**src/cache_config.svh**
```systemverilog
////////////////////////////////////////////////////////////
// widths and sizes of the direct-mapped read cache
// included by the package and by every module that sizes
// an array or slices a CPU byte address
////////////////////////////////////////////////////////////

`ifndef CACHE_CONFIG_SVH
`define CACHE_CONFIG_SVH

// address layout is tag[31:9] index[8:4] word[3:1] byte[0]
`define CACHE_ADDR_W		32		// CPU byte address width
`define CACHE_DATA_W		16		// CPU and memory data word width

`define CACHE_TAG_W		23		// upper address bits kept per line
`define CACHE_INDEX_W		5		// selects one of the cache lines
`define CACHE_WORD_SEL_W	3		// selects one word inside a line

// geometry, which must agree with the field widths above
`define CACHE_LINES		32		// 2 ** CACHE_INDEX_W lines
`define CACHE_LINE_WORDS	8		// 2 ** CACHE_WORD_SEL_W words per line

`endif

```
**src/cachePkg.sv**
```systemverilog
////////////////////////////////////////////////////////////
// shared types of the cache controller
// vector typedefs for the address fields, the CPU and
// memory request structs and the sequencer state encoding
////////////////////////////////////////////////////////////

`default_nettype none

`include "cache_config.svh"

package cachePkg;

	typedef logic [`CACHE_ADDR_W-1:0]	addrT;		// CPU byte address
	typedef logic [`CACHE_DATA_W-1:0]	dataT;		// one 16 bit data word
	typedef logic [`CACHE_TAG_W-1:0]	tagT;		// address bits 31 to 9
	typedef logic [`CACHE_INDEX_W-1:0]	indexT;		// address bits 8 to 4
	typedef logic [`CACHE_WORD_SEL_W-1:0]	wordSelT;	// address bits 3 to 1
	typedef logic [1:0]			byteEnT;	// bit 1 upper lane, bit 0 lower lane

	// request from the CPU, held stable while CpuReq is high
	typedef struct packed {
		addrT	address;	// byte address, bit 0 ignored by the cache
		dataT	writeData;	// data for a write
		logic	write;		// high for a write, low for a read
		byteEnT	byteEn;		// active high byte lanes
	} cpuReqT;

	// request to memory, held stable while MemReq is high
	typedef struct packed {
		addrT	address;	// full address on writes, line word on fills
		dataT	writeData;	// data for a write
		logic	write;		// high for a write, low for a fill read
		byteEnT	byteEn;		// both lanes set on fill reads
	} memReqT;

	// sequencer states
	typedef enum logic [2:0] {
		Invalidate,	// clearing valid bits after reset
		Idle,		// waiting for a CPU request
		Lookup,		// tag compare result is available
		Fill,		// reading a whole line from memory
		ReadDone,	// read data returned, waiting for CpuReq to fall
		WriteMem,	// write-through to memory in progress
		WriteDone	// write finished, waiting for CpuReq to fall
	} seqStateT;

endpackage

`default_nettype wire

```
**src/tagValidStore.sv**
```systemverilog
////////////////////////////////////////////////////////////
// tag and valid arrays of the cache, one entry per line
// the entry at LookupIndex is registered every cycle, so Hit
// is valid one cycle after the index is presented
////////////////////////////////////////////////////////////

`timescale 1ns/100ps
`default_nettype none

`include "cache_config.svh"

module tagValidStore import cachePkg::*;
(
	input  logic	Clock,
	input  logic	Reset_L,
	input  indexT	LookupIndex,	// line to look up, from the CPU address
	input  tagT	LookupTag,	// tag to compare against, from the CPU address
	output logic	Hit,		// registered line is valid and its tag matches
	input  indexT	WriteIndex,	// line to update
	input  logic	TagWe,		// store WriteTag at WriteIndex
	input  tagT	WriteTag,
	input  logic	ValidWe,	// store WriteValid at WriteIndex
	input  logic	WriteValid
);

	tagT	tagArray [`CACHE_LINES];	// one tag per line
	logic	validArray [`CACHE_LINES];	// one valid bit per line

	tagT	storedTag;			// tag read at the last edge
	tagT	lookupTagQ;			// CPU tag registered alongside it
	logic	storedValid;			// valid bit read at the last edge

	////////////////////////////////////////////////////////////
	// array updates
	always_ff @(posedge Clock)
	begin
		if (TagWe)
			tagArray[WriteIndex] <= WriteTag;	// miss claims the line for the new tag
		if (ValidWe)
			validArray[WriteIndex] <= WriteValid;	// invalidate on flush and on writes
	end

	////////////////////////////////////////////////////////////
	// registered lookup, reads the value from before any write at this edge
	always_ff @(posedge Clock)
	begin
		storedTag <= tagArray[LookupIndex];
		lookupTagQ <= LookupTag;			// keeps the compare aligned with the read
	end

	always_ff @(posedge Clock, negedge Reset_L)
	begin
		if (!Reset_L)
			storedValid <= 1'b0;			// no hit can be reported straight out of reset
		else
			storedValid <= validArray[LookupIndex];
	end

	// compare lives here so the sequencer only sees a single hit bit
	assign Hit = storedValid && (storedTag == lookupTagQ);

endmodule

`default_nettype wire

```
**src/lineDataStore.sv**
```systemverilog
////////////////////////////////////////////////////////////
// data array of the cache, eight words per line
// writes land on the clock edge and honour the byte lanes
// the read port is combinational and feeds the CPU directly
////////////////////////////////////////////////////////////

`timescale 1ns/100ps
`default_nettype none

`include "cache_config.svh"

module lineDataStore import cachePkg::*;
(
	input  logic	Clock,
	input  indexT	WriteIndex,	// line being filled
	input  wordSelT	WriteWordSel,	// word inside that line
	input  logic	We,
	input  dataT	WriteData,
	input  byteEnT	WriteByteEn,	// bit 1 upper byte, bit 0 lower byte
	input  indexT	ReadIndex,
	input  wordSelT	ReadWordSel,
	output dataT	ReadData
);

	localparam int ByteW = `CACHE_DATA_W / 2;	// width of one byte lane

	dataT dataArray [`CACHE_LINES * `CACHE_LINE_WORDS];	// line index above word select

	logic [`CACHE_INDEX_W+`CACHE_WORD_SEL_W-1:0] writeAddr;	// flat word address
	logic [`CACHE_INDEX_W+`CACHE_WORD_SEL_W-1:0] readAddr;

	assign writeAddr = {WriteIndex, WriteWordSel};
	assign readAddr = {ReadIndex, ReadWordSel};

	always_ff @(posedge Clock)
	begin
		if (We && WriteByteEn[1])
			dataArray[writeAddr][`CACHE_DATA_W-1 -: ByteW] <= WriteData[`CACHE_DATA_W-1 -: ByteW];
		if (We && WriteByteEn[0])
			dataArray[writeAddr][ByteW-1:0] <= WriteData[ByteW-1:0];	// lower lane
	end

	assign ReadData = dataArray[readAddr];	// word at the CPU address, no wait state

endmodule

`default_nettype wire

```
**src/memBusMaster.sv**
```systemverilog
////////////////////////////////////////////////////////////
// memory side four-phase req/ack master
// a one cycle Start latches Request and runs one word
// handshake, WordDone pulses when MemAck is seen and Busy
// stays high until memory has dropped MemAck again
////////////////////////////////////////////////////////////

`timescale 1ns/100ps
`default_nettype none

module memBusMaster import cachePkg::*;
(
	input  logic	Clock,
	input  logic	Reset_L,
	input  logic	Start,		// one cycle pulse, only honoured while idle
	input  memReqT	Request,	// address, data and lanes for this word
	output logic	Busy,		// a handshake is open on the memory bus
	output logic	WordDone,	// MemAck seen, MemReadData valid this cycle
	output logic	MemReq,
	output memReqT	Mem,
	input  logic	MemAck
);

	typedef enum logic [1:0] {
		BusIdle,	// no handshake open
		BusRequest,	// MemReq high, waiting for MemAck
		BusRelease	// MemReq low, waiting for MemAck to fall
	} busPhaseT;

	busPhaseT	phase;
	memReqT		requestQ;	// request held for the whole handshake

	always_ff @(posedge Clock, negedge Reset_L)
	begin
		if (!Reset_L)
			phase <= BusIdle;
		else
		begin
			case (phase)
			BusIdle:
				if (Start)
					phase <= BusRequest;		// raise MemReq on the next cycle
			BusRequest:
				if (MemAck)
					phase <= BusRelease;		// MemReq drops on this edge
			BusRelease:
				if (!MemAck)
					phase <= BusIdle;		// memory closed its side
			default:
				phase <= BusIdle;
			endcase
		end
	end

	always_ff @(posedge Clock)
	begin
		if (Start && (phase == BusIdle))
			requestQ <= Request;			// keeps Mem stable under MemReq
	end

	assign MemReq = (phase == BusRequest);
	assign Mem = requestQ;
	assign WordDone = (phase == BusRequest) && MemAck;	// same cycle as the read data
	assign Busy = (phase != BusIdle);

endmodule

`default_nettype wire

```
**src/cacheSequencer.sv**
```systemverilog
////////////////////////////////////////////////////////////
// control FSM of the write-through read cache
// flushes all lines after reset, answers read hits from the
// data array, burst-fills a line on a read miss and passes
// every CPU write through to memory
////////////////////////////////////////////////////////////

`timescale 1ns/100ps
`default_nettype none

`include "cache_config.svh"

module cacheSequencer import cachePkg::*;
(
	input  logic	Clock,
	input  logic	Reset_L,
	input  logic	CpuReq,		// four-phase request from the CPU
	input  cpuReqT	Cpu,		// held stable while CpuReq is high
	output logic	CpuAck,		// registered acknowledge back to the CPU
	input  logic	Hit,		// from the tag store, valid in Lookup
	output logic	TagWe,
	output logic	ValidWe,
	output logic	WriteValid,
	output indexT	WriteIndex,	// line written in the tag, valid and data arrays
	output logic	DataWe,
	output wordSelT	FillWordSel,	// word of the line being filled
	output logic	MemStart,
	output memReqT	MemRequest,
	input  logic	MemBusy,
	input  logic	WordDone
);

	seqStateT	state;
	seqStateT	nextState;
	indexT		lineCount;	// line during flush, word during fill

	tagT		cpuTag;		// fields of the CPU address
	indexT		cpuIndex;

	assign cpuTag = Cpu.address[`CACHE_ADDR_W-1 -: `CACHE_TAG_W];
	assign cpuIndex = Cpu.address[`CACHE_WORD_SEL_W+1 +: `CACHE_INDEX_W];

	////////////////////////////////////////////////////////////
	// state, counter and acknowledge registers
	always_ff @(posedge Clock, negedge Reset_L)
	begin
		if (!Reset_L)
		begin
			state <= Invalidate;			// flush every line first
			lineCount <= '0;
			CpuAck <= 1'b0;
		end
		else
		begin
			state <= nextState;
			if (state == Invalidate)
				lineCount <= lineCount + 1'b1;	// one line per cycle, wraps to 0
			else if (state == Lookup)
				lineCount <= '0;		// a fill always starts at word 0
			else if ((state == Fill) && WordDone)
				lineCount <= lineCount + 1'b1;	// next word of the burst
			// ack rises one edge after the done state is entered and follows CpuReq down
			CpuAck <= ((state == ReadDone) || (state == WriteDone)) && CpuReq;
		end
	end

	////////////////////////////////////////////////////////////
	// next state and array strobes
	always_comb
	begin
		nextState = state;
		TagWe = 1'b0;
		ValidWe = 1'b0;
		WriteValid = 1'b0;
		DataWe = 1'b0;
		case (state)
		Invalidate:
		begin
			ValidWe = 1'b1;				// clear the valid bit of lineCount
			if (lineCount == indexT'(`CACHE_LINES - 1))
				nextState = Idle;
		end
		Idle:
		begin
			if (CpuReq && Cpu.write)
			begin
				ValidWe = 1'b1;			// no write allocate, drop the line
				nextState = WriteMem;
			end
			else if (CpuReq)
				nextState = Lookup;		// tag store samples the index on this edge
		end
		Lookup:
		begin
			if (Hit)
				nextState = ReadDone;
			else
			begin
				TagWe = 1'b1;			// claim the line before the burst
				ValidWe = 1'b1;
				WriteValid = 1'b1;
				nextState = Fill;
			end
		end
		Fill:
		begin
			if (WordDone)
			begin
				DataWe = 1'b1;			// MemReadData is valid with WordDone
				if (lineCount == indexT'(`CACHE_LINE_WORDS - 1))
					nextState = ReadDone;
			end
		end
		WriteMem:
		begin
			if (WordDone)
				nextState = WriteDone;		// memory accepted the write
		end
		ReadDone, WriteDone:
		begin
			if (!CpuReq)
				nextState = Idle;		// CPU closed the handshake
		end
		default:
			nextState = Invalidate;
		endcase
	end

	////////////////////////////////////////////////////////////
	// memory requests
	// a new word starts only once the previous handshake has fully closed
	assign MemStart = ((state == Fill) || (state == WriteMem)) && !MemBusy;

	always_comb
	begin
		if (state == Fill)
		begin
			MemRequest.address = {cpuTag, cpuIndex, FillWordSel, 1'b0};	// aligned line word
			MemRequest.writeData = '0;
			MemRequest.write = 1'b0;
			MemRequest.byteEn = 2'b11;		// fill always reads both bytes
		end
		else
		begin
			MemRequest.address = Cpu.address;	// write goes out exactly as issued
			MemRequest.writeData = Cpu.writeData;
			MemRequest.write = 1'b1;
			MemRequest.byteEn = Cpu.byteEn;
		end
	end

	assign FillWordSel = lineCount[`CACHE_WORD_SEL_W-1:0];
	assign WriteIndex = (state == Invalidate) ? lineCount : cpuIndex;

endmodule

`default_nettype wire

```
**src/cacheCtrlTop.sv**
```systemverilog
////////////////////////////////////////////////////////////
// top level of the write-through read cache
// CPU side and memory side are four-phase req/ack buses
// holds only the sequencer, the two stores and the memory
// bus master, plus the address slicing between them
////////////////////////////////////////////////////////////

`timescale 1ns/100ps
`default_nettype none

`include "cache_config.svh"

module cacheCtrlTop import cachePkg::*;
(
	input  logic	Clock,
	input  logic	Reset_L,
	input  logic	CpuReq,
	input  cpuReqT	Cpu,
	output logic	CpuAck,
	output dataT	CpuReadData,	// valid while CpuAck is high on a read
	output logic	MemReq,
	output memReqT	Mem,
	input  logic	MemAck,
	input  dataT	MemReadData	// valid while MemAck is high on a fill
);

	logic		hit;
	logic		tagWe;
	logic		validWe;
	logic		writeValid;
	indexT		writeIndex;
	logic		dataWe;
	wordSelT	fillWordSel;
	logic		memStart;
	memReqT		memRequest;
	logic		memBusy;
	logic		wordDone;

	tagT		cpuTag;		// CPU address fields for lookup and read port
	indexT		cpuIndex;
	wordSelT	cpuWordSel;

	assign cpuTag = Cpu.address[`CACHE_ADDR_W-1 -: `CACHE_TAG_W];
	assign cpuIndex = Cpu.address[`CACHE_WORD_SEL_W+1 +: `CACHE_INDEX_W];
	assign cpuWordSel = Cpu.address[1 +: `CACHE_WORD_SEL_W];	// bit 0 is the byte bit

	cacheSequencer sequencer (
		.Clock(Clock), .Reset_L(Reset_L),
		.CpuReq(CpuReq), .Cpu(Cpu), .CpuAck(CpuAck), .Hit(hit),
		.TagWe(tagWe), .ValidWe(validWe), .WriteValid(writeValid), .WriteIndex(writeIndex),
		.DataWe(dataWe), .FillWordSel(fillWordSel),
		.MemStart(memStart), .MemRequest(memRequest), .MemBusy(memBusy), .WordDone(wordDone)
	);

	tagValidStore tagStore (
		.Clock(Clock), .Reset_L(Reset_L),
		.LookupIndex(cpuIndex), .LookupTag(cpuTag), .Hit(hit),
		.WriteIndex(writeIndex), .TagWe(tagWe), .WriteTag(cpuTag),
		.ValidWe(validWe), .WriteValid(writeValid)
	);

	lineDataStore dataStore (
		.Clock(Clock),
		.WriteIndex(writeIndex), .WriteWordSel(fillWordSel), .We(dataWe),
		.WriteData(MemReadData), .WriteByteEn(byteEnT'(2'b11)),		// fills write whole words
		.ReadIndex(cpuIndex), .ReadWordSel(cpuWordSel), .ReadData(CpuReadData)
	);

	memBusMaster busMaster (
		.Clock(Clock), .Reset_L(Reset_L),
		.Start(memStart), .Request(memRequest), .Busy(memBusy), .WordDone(wordDone),
		.MemReq(MemReq), .Mem(Mem), .MemAck(MemAck)
	);

endmodule

`default_nettype wire

```
**config.mk**
```make
export PLATFORM = sky130hd
export DESIGN_NAME = cacheCtrlTop
export DESIGN_NICKNAME = d
export VERILOG_FILES = /design/src/cachePkg.sv /design/src/tagValidStore.sv /design/src/lineDataStore.sv /design/src/memBusMaster.sv /design/src/cacheSequencer.sv /design/src/cacheCtrlTop.sv
export VERILOG_INCLUDE_DIRS = /design/src
export SDC_FILE = /design/constraint.sdc
export NUM_CORES = 2
export LEC_CHECK = 0
export BUFFER_PORTS_ARGS = -buffer_cell sky130_fd_sc_hd__buf_2
export CAP_MARGIN = 40
export CORE_UTILIZATION = 30
export CTS_BUF_LIST = sky130_fd_sc_hd__clkbuf_4
export DETAILED_ROUTE_END_ITERATION = 10
export PLACE_DENSITY_LB_ADDON = 0.1
export SETUP_SLACK_MARGIN = 0.02
export SYNTH_ARGS = -nofsm -noshare
export SYNTH_HDL_FRONTEND = slang
export SYNTH_HIERARCHICAL = 1
export SYNTH_MEMORY_MAX_BITS = 65536
export SYNTH_SLANG_ARGS = --single-unit
```
**constraint.sdc**
```tcl
create_clock -name Clock -period 6.6 [get_ports Clock]
set_input_delay 0.33 -clock Clock [delete_from_list [all_inputs] [get_ports Clock]]
set_output_delay 0.33 -clock Clock [all_outputs]
set_load 0.01 [all_outputs]
```
## Yosys cells after proc, flatten, opt, wreduce, memory -nomap -nowiden

Memory sizes are Yosys's and may differ from the RTL's. A register that Yosys moved wholly into a read port is not among the register bits.
Index checks and enable logic that the tools add are counted.

- Input bits: 71
- Word-level logic and storage cells: 82
- Bits in writable memories: 4864
- Memories: 3
- Output and inout bits: 69
- Bits in registers: 85

- Reduce and logical (&&, ||, !) cells: 18
- Mux-type cells: 30
- $add $sub $neg: 1
- Equal/unequal tests: 20

Memory list:

| memory | depth | bits a word | rd ports | clocked after memory_dff | wr ports | line | text |
|---|---|---|---|---|---|---|---|
| dataStore.dataArray | 256 | 16 | 1 | 0 | 1 | lineDataStore.sv:27 | `` dataT dataArray [`CACHE_LINES * `CACHE_LINE_WORDS]; `` |
| tagStore.tagArray | 32 | 23 | 1 | 1 | 1 | tagValidStore.sv:26 | `` tagT tagArray [`CACHE_LINES]; `` |
| tagStore.validArray | 32 | 1 | 1 | 1 | 1 | tagValidStore.sv:27 | `` logic validArray [`CACHE_LINES]; `` |

Operator list:

| operator | number |
|---|---|
| 3-bit 2-to-1 mux | 8 |
| 23-bit equality test | 1 |
| 23-bit 2-to-1 mux | 1 |
| 5-bit 2-to-1 mux | 4 |
| 3-bit case mux with 6 select lines | 1 |
| 1-bit 2-to-1 mux | 11 |
| 2-bit by 1-bit inequality test with 1-bit output (second input constant) | 5 |
| 3-bit equality test (second input constant) | 3 |
| 1-bit logical AND | 7 |
| 3-bit by 2-bit equality test with 1-bit output (second input constant) | 2 |
| 2-bit 2-to-1 mux | 3 |
| 2-bit inequality test (second input constant) | 3 |
| 2-bit case mux with 3 select lines | 1 |
| 6-bit AND reduction | 1 |
| 5-bit by 1-bit adder with 5-bit output (second input constant) | 1 |
| 5-bit by 3-bit equality test with 1-bit output (second input constant) | 1 |
| 5-bit equality test (second input constant) | 1 |
| 3-bit by 1-bit equality test with 1-bit output (second input constant) | 1 |
| 3-bit zero test | 1 |
| 3-bit by 2-bit inequality test with 1-bit output (second input constant) | 1 |
| 1-bit case mux with 3 select lines | 1 |
| 3-bit AND reduction | 1 |
| 3-bit nonzero test | 1 |
| 2-bit by 1-bit equality test with 1-bit output (second input constant) | 1 |
| other kinds (6) | 8 |

## Logic depth before layout (Yosys ltp)

- Word-level depth: 6
- Gate-level depth with buffers: 13
- Depth with buffers taken out: 9

## Cells and area by module

Netlist, hierarchy kept.

Modules (own cells, without submodules):

| module | area each (um^2) | instances | cells an instance | sequential area each (um^2) |
|---|---|---|---|---|
| lineDataStore | 160386.3 | 1 | 7721 | 122998.0 |
| tagValidStore | 31352.6 | 1 | 1809 | 24008.0 |
| memBusMaster | 1646.6 | 1 | 63 | 1581.5 |
| cacheSequencer | 1201.2 | 1 | 154 | 225.2 |
| cacheCtrlTop | 3.8 | 1 | 1 | 0.0 |

## Worst setup path before layout

OpenSTA, ideal clock, no wires.

- Path kind: reg2reg
- Start point: register sequencer.state[2]
- End point: register busMaster.requestQ, in the netlist busMaster/Mem[0], enable pin
- Path slack: 2.836 ns
- Cell stages (with the launch flop): 7
- Data arrival time: 3.304 ns
- Clock period less this slack: 3.764 ns
- Library setup time: 0.460 ns
- Buffers on the path: 2
- Required time: 6.140 ns
- Path through: dfrtp_1 -> buf_4 -> buf_4 -> xnor2_1 -> nor3b_1 -> inv_1 -> nor2_1

- Word-level cells in the longest chain between the ends: 4
- Elaborated cells on any way between the ends: 5
- Classes of those cells: eq/ne (2); reduce/logical (3)

RTL lines:

| item | line | text |
|---|---|---|
| from (decl) | cacheSequencer.sv:33 | `seqStateT state;` |
| from (signal assigned) | cacheSequencer.sv:49 | `state <= Invalidate;` |
| from (signal assigned) | cacheSequencer.sv:55 | `state <= nextState;` |
| 3-bit by 2-bit equality test with 1-bit output / 3-bit equality test (equally long branches) | cacheSequencer.sv:132 | `assign MemStart = ((state == Fill) \|\| (state == WriteMem)) && !MemBusy;` |
| 1-bit logical OR * | cacheSequencer.sv:132 |  |
| 1-bit logical AND * | cacheSequencer.sv:132 |  |
| named net memStart | cacheCtrlTop.sv:34 | `logic memStart;` |
| 1-bit logical AND * | memBusMaster.sv:57 | `if (Start && (phase == BusIdle))` |
| to (signal assigned) | memBusMaster.sv:58 | `requestQ <= Request;` |
| to (decl) | memBusMaster.sv:31 | `memReqT requestQ;` |

Mark *: on every way through the listed nets, which the timed path passes. The rest lies on a longest branch.
A chain may end at the register's enable or synchronous reset.

## Final worst setup path

- Start point: input port Cpu[22] in the netlist's numbering
- End point: output port CpuReadData[7]

- Word-level cells in the longest chain between the ends: 1

RTL lines:

| item | line | text |
|---|---|---|
| from (decl) | cacheCtrlTop.sv:18 | `input cpuReqT Cpu,` |
| memory read 256 x 16 bit | n/a |  |
| to (decl) | cacheCtrlTop.sv:20 | `output dataT CpuReadData,` |

No other way between the ends.

==> metrics.md <==
| Metric | Value |
|---|---|
| Warnings, synthesis | 6 |
| Post-synthesis cell count | 9,748 |
| Startpoint types | input pin |
| Hold Crit Depth | 4 |
| Non-Filler Instances | 21,000 |
| Max-Cap Viols | 0 |
| Setup_tns | 0 ns |
| Register area share after synthesis | 0.765 |
| Placed Instances | 18,400 |
| Clock root buffer | clkbuf_4 |
| Routed vias | 105,000 |
| Wirelength per Cell | 30.2 µm |
| Status | completed |
| CTS Sinks | 4,973 |
| Final hold violation count | 0 |
| TritonCTS Buffers | 1,430 |
| Crit path time final | 5.79 ns |
| Port Buf Inserts | 139 |
| Synth Register Bits | 4,973 |
| Setup crit end kind | primary output |
| Most common cell after layout, fill and taps aside | edfxtp_1 |
| Reg area | 149,000 µm² |
| R2R Setup Slk | 1.72 ns |
| Number of global-route vias before repair | 110,000 |
| Die area | 652,000 µm² |
| R2R Path Start | sequencer/state[1]$_DFFE_PN0P_ |
| Gpl congestion | 0.790 |
| Top cell type's share of synthesized area | 0.758 |
| CORE AREA | 646,000 µm² |
| Initial drt markers | 8,900 |
| Reg2reg end | dataStore/dataArray[226][13]$_DFFE_PP_ |
| Slew Limit Fails | 0 |
| Router iterations before antenna repair | 5 |
| Fill count | 61,200 |
| Worst Setup Path Type | input pin to primary output |
| DPL Wire Length | 387,000 µm |
| Achievable frequency | 0.173 GHz |
| Nets@finish | 11,500 |
| Area growth syn-to-layout | 16.8% |
| Leading cell types in the layout, fill and taps excluded | edfxtp_1 (4,915), clkbuf_4 (2,033), mux2i_1 (911), mux4_2 (844), nor2_1 (615) |
| Layout cell share with drive strength beyond 1 | 0.302 |
| Initial Util | 0.301 |
| CTS tree | done |
| Depth of the CTS H-tree | 7 |
| Die Ht | 807 µm |
| Total Routed Length | 635,000 µm |
| Slew @ Worst Pin | 1.17 ns |
| Slew margin rel. | 0.219 |
| # IOs | 140 |
| Leakage | 74.0 nW |
| Hold Crit Endpoint | dataStore/dataArray[190][4]$_DFFE_PP_ |
| Post-cts resize count | 0 |
| Pwr per Cell Area | 299 nW/µm² |
| Global-route wire length before repair | 875,000 µm |
| Synth async-reset ratio | 0.00241 |
| GRT Util Overall | 0.191 |
| Fin worst setup slack | 0.809 ns |
| Final Cycle Share | 0.877 |
| Num rows | 295 |
| Setup slack at placement | 1.33 ns |
| HP Start | MemReadData[4] |
| Clk buf depth | 5 |
| Unrepaired setup endpoints after global routing | no |
| Fin area | 227,000 µm² |
| Area contributors post-synth | edfxtp_1 (76%), mux4_2 (9.8%), mux2i_1 (4.7%) |
| Worst Path Required | 6.27 ns |
| Worst hold path class | input pin to flip-flop |
| # setup viols final | 0 |
| Clk slew on worst S/H paths | 0.07 ns |
| Cell taking the most area after synthesis | edfxtp_1 |
| Clock insertion delay at the later pin of the skew report | 1.88 ns |
| DRC viols | 0 |
| Yosys cell types | 85 |
| Crit path DAT | 5.46 ns |
| Syn avg cell area | 20.0 µm² |
| Routed Antenna Nets | 0 |
| Drt via density | 5.01 |
| Netlist Area Pre-Place | 195,000 µm² |
| Setup Skew | 0.238 ns |
| Multi-input combinational cell area | 42,100 µm² |
| Post-DP Area | 208,000 µm² |
| CP Max Fanout | 49 |
| GR Overflow Total | 0 |
| Top_reg_cell synth | edfxtp_1 |
| Max VDD drop | 0.187 mV |
| Initial antenna violation count | 47 |
| Die width | 807 µm |
| Number of synthesized flops with an enable pin | 4,915 |
| R2R depth | 6 |
| Largest net degree at the start of global routing | 180 |
## registers in the layout (all words and copies together), names as in the netlist
name and count:
dataStore/dataArray 4096, tagStore/tagArray 736, busMaster/Mem 51, tagStore/validArray 32, tagStore/lookupTagQ 23, tagStore/storedTag 23
sequencer/lineCount 5, sequencer/state 3, busMaster/phase 2, sequencer/CpuAck 1, tagStore/storedValid 1
## worst max-delay path, cell delays in order
cell	delay (ns)
dlygate4sd3_1	0.60
buf_8	0.21
or2_4	0.56
buf_12	0.29
o221ai_1	0.37
o22ai_1	0.18
o21ai_0	0.62
nor4b_2	0.67
nand3_1	0.36
nor3_2	0.49
buf_6	0.22
buf_4	0.11
buf_2	0.11
## stage by stage
step	util	power, mW	hold WS, ns
after CTS	0.351	69.1	0.000486
final	0.352	68.0	0.259
after global routing	0.352	70.8	0.0908
after detailed placement	0.321	41.1	0.275
after global placement	0.318	40.9	0.273
after floorplan	-	38.1	0.0344
## logic make-up (layout without fill, tap and decap cells)
group | Yosys count | in the layout | synth area share
compound gates | 914 | 914 | 0.0327
xor+xnor | 24 | 24 | 0.00108
fa+ha+maj | 2 | 2 | 0.000129
buf+inv | 648 | 3255 | 0.0218
flops | 4973 | 4973 | 0.765
mux | 1793 | 1793 | 0.148
other cells | 1 | 41 | 0.0000193
simple gates | 1393 | 1393 | 0.0315
## final cells by class
class / instances / share of cell area
Antenna cell: 39 / 0.000429
Clock buffer: 2033 / 0.0672
Clock inverter: 348 / 0.00749
Inverter: 15 / 0.000308
Multi-Input combinational cell: 4128 / 0.185
Sequential cell: 4973 / 0.655
Tap cell: 8613 / 0.0474
Timing Repair Buffer: 859 / 0.0374
## power by group
part	internal, mW	total [mW]	switching, mW	leakage (nW)
Sequential	34.9	35.1	0.116	44.7
Clock	14.5	27.5	13.0	10.2
Combinational	1.67	5.45	3.79	19.1
Total	51.1	68.0	16.9	74.0
## routing by layer
metal	global-route usage	share of wire	vias to the layer above
met5	0	0.000036	-
met3	0.0405	0.054	1048
li1	-	-	44400
met4	0.0618	0.026	4
met1	0.251	0.43	56200
met2	0.318	0.49	3620
## synth_stat cells, drive strengths merged (26+ instances only)
| master | number |
|---|---|
| mux4 | 861 |
| clkbuf | 243 |
| a21oi | 201 |
| o21ai | 70 |
| edfxtp | 4915 |
| o221ai | 176 |
| nor2 | 651 |
| nand2 | 270 |
| o22ai | 165 |
| a31oi | 34 |
| a211oi | 26 |
| mux2i | 911 |
| nor3 | 151 |
| a22oi | 107 |
| dfxtp | 46 |
| a22o | 58 |
| buf | 387 |
| nand3 | 152 |
## worst max-delay path by stage
| stage | start | end | slack (ns) | cells past startpoint |
|---|---|---|---|---|
| finish | Cpu[22] | CpuReadData[7] | 0.81 | 13 |
| global route | Cpu[20] | CpuReadData[5] | 0.52 | 13 |
| CTS | dataStore/dataArray[97][7]$_DFFE_PP_ | CpuReadData[7] | 0.64 | 10 |
| detailed placement | Cpu[20] | CpuReadData[6] | 1.33 | 13 |
| global placement | Cpu[20] | CpuReadData[12] | -0.16 | 10 |
| floorplan | sequencer/state[2]$_DFFE_PN0P_ | busMaster/Mem[0]$_DFFE_PP_ | 2.84 | 6 |
## what timing repair did
action | 4_1_cts | 5_1_grt
hold buffers | 217 | 2
setup buffers | 0 | 0
endpoints found under the hold margin | 5252 | 7
Power figures use the tool's default switching activity.
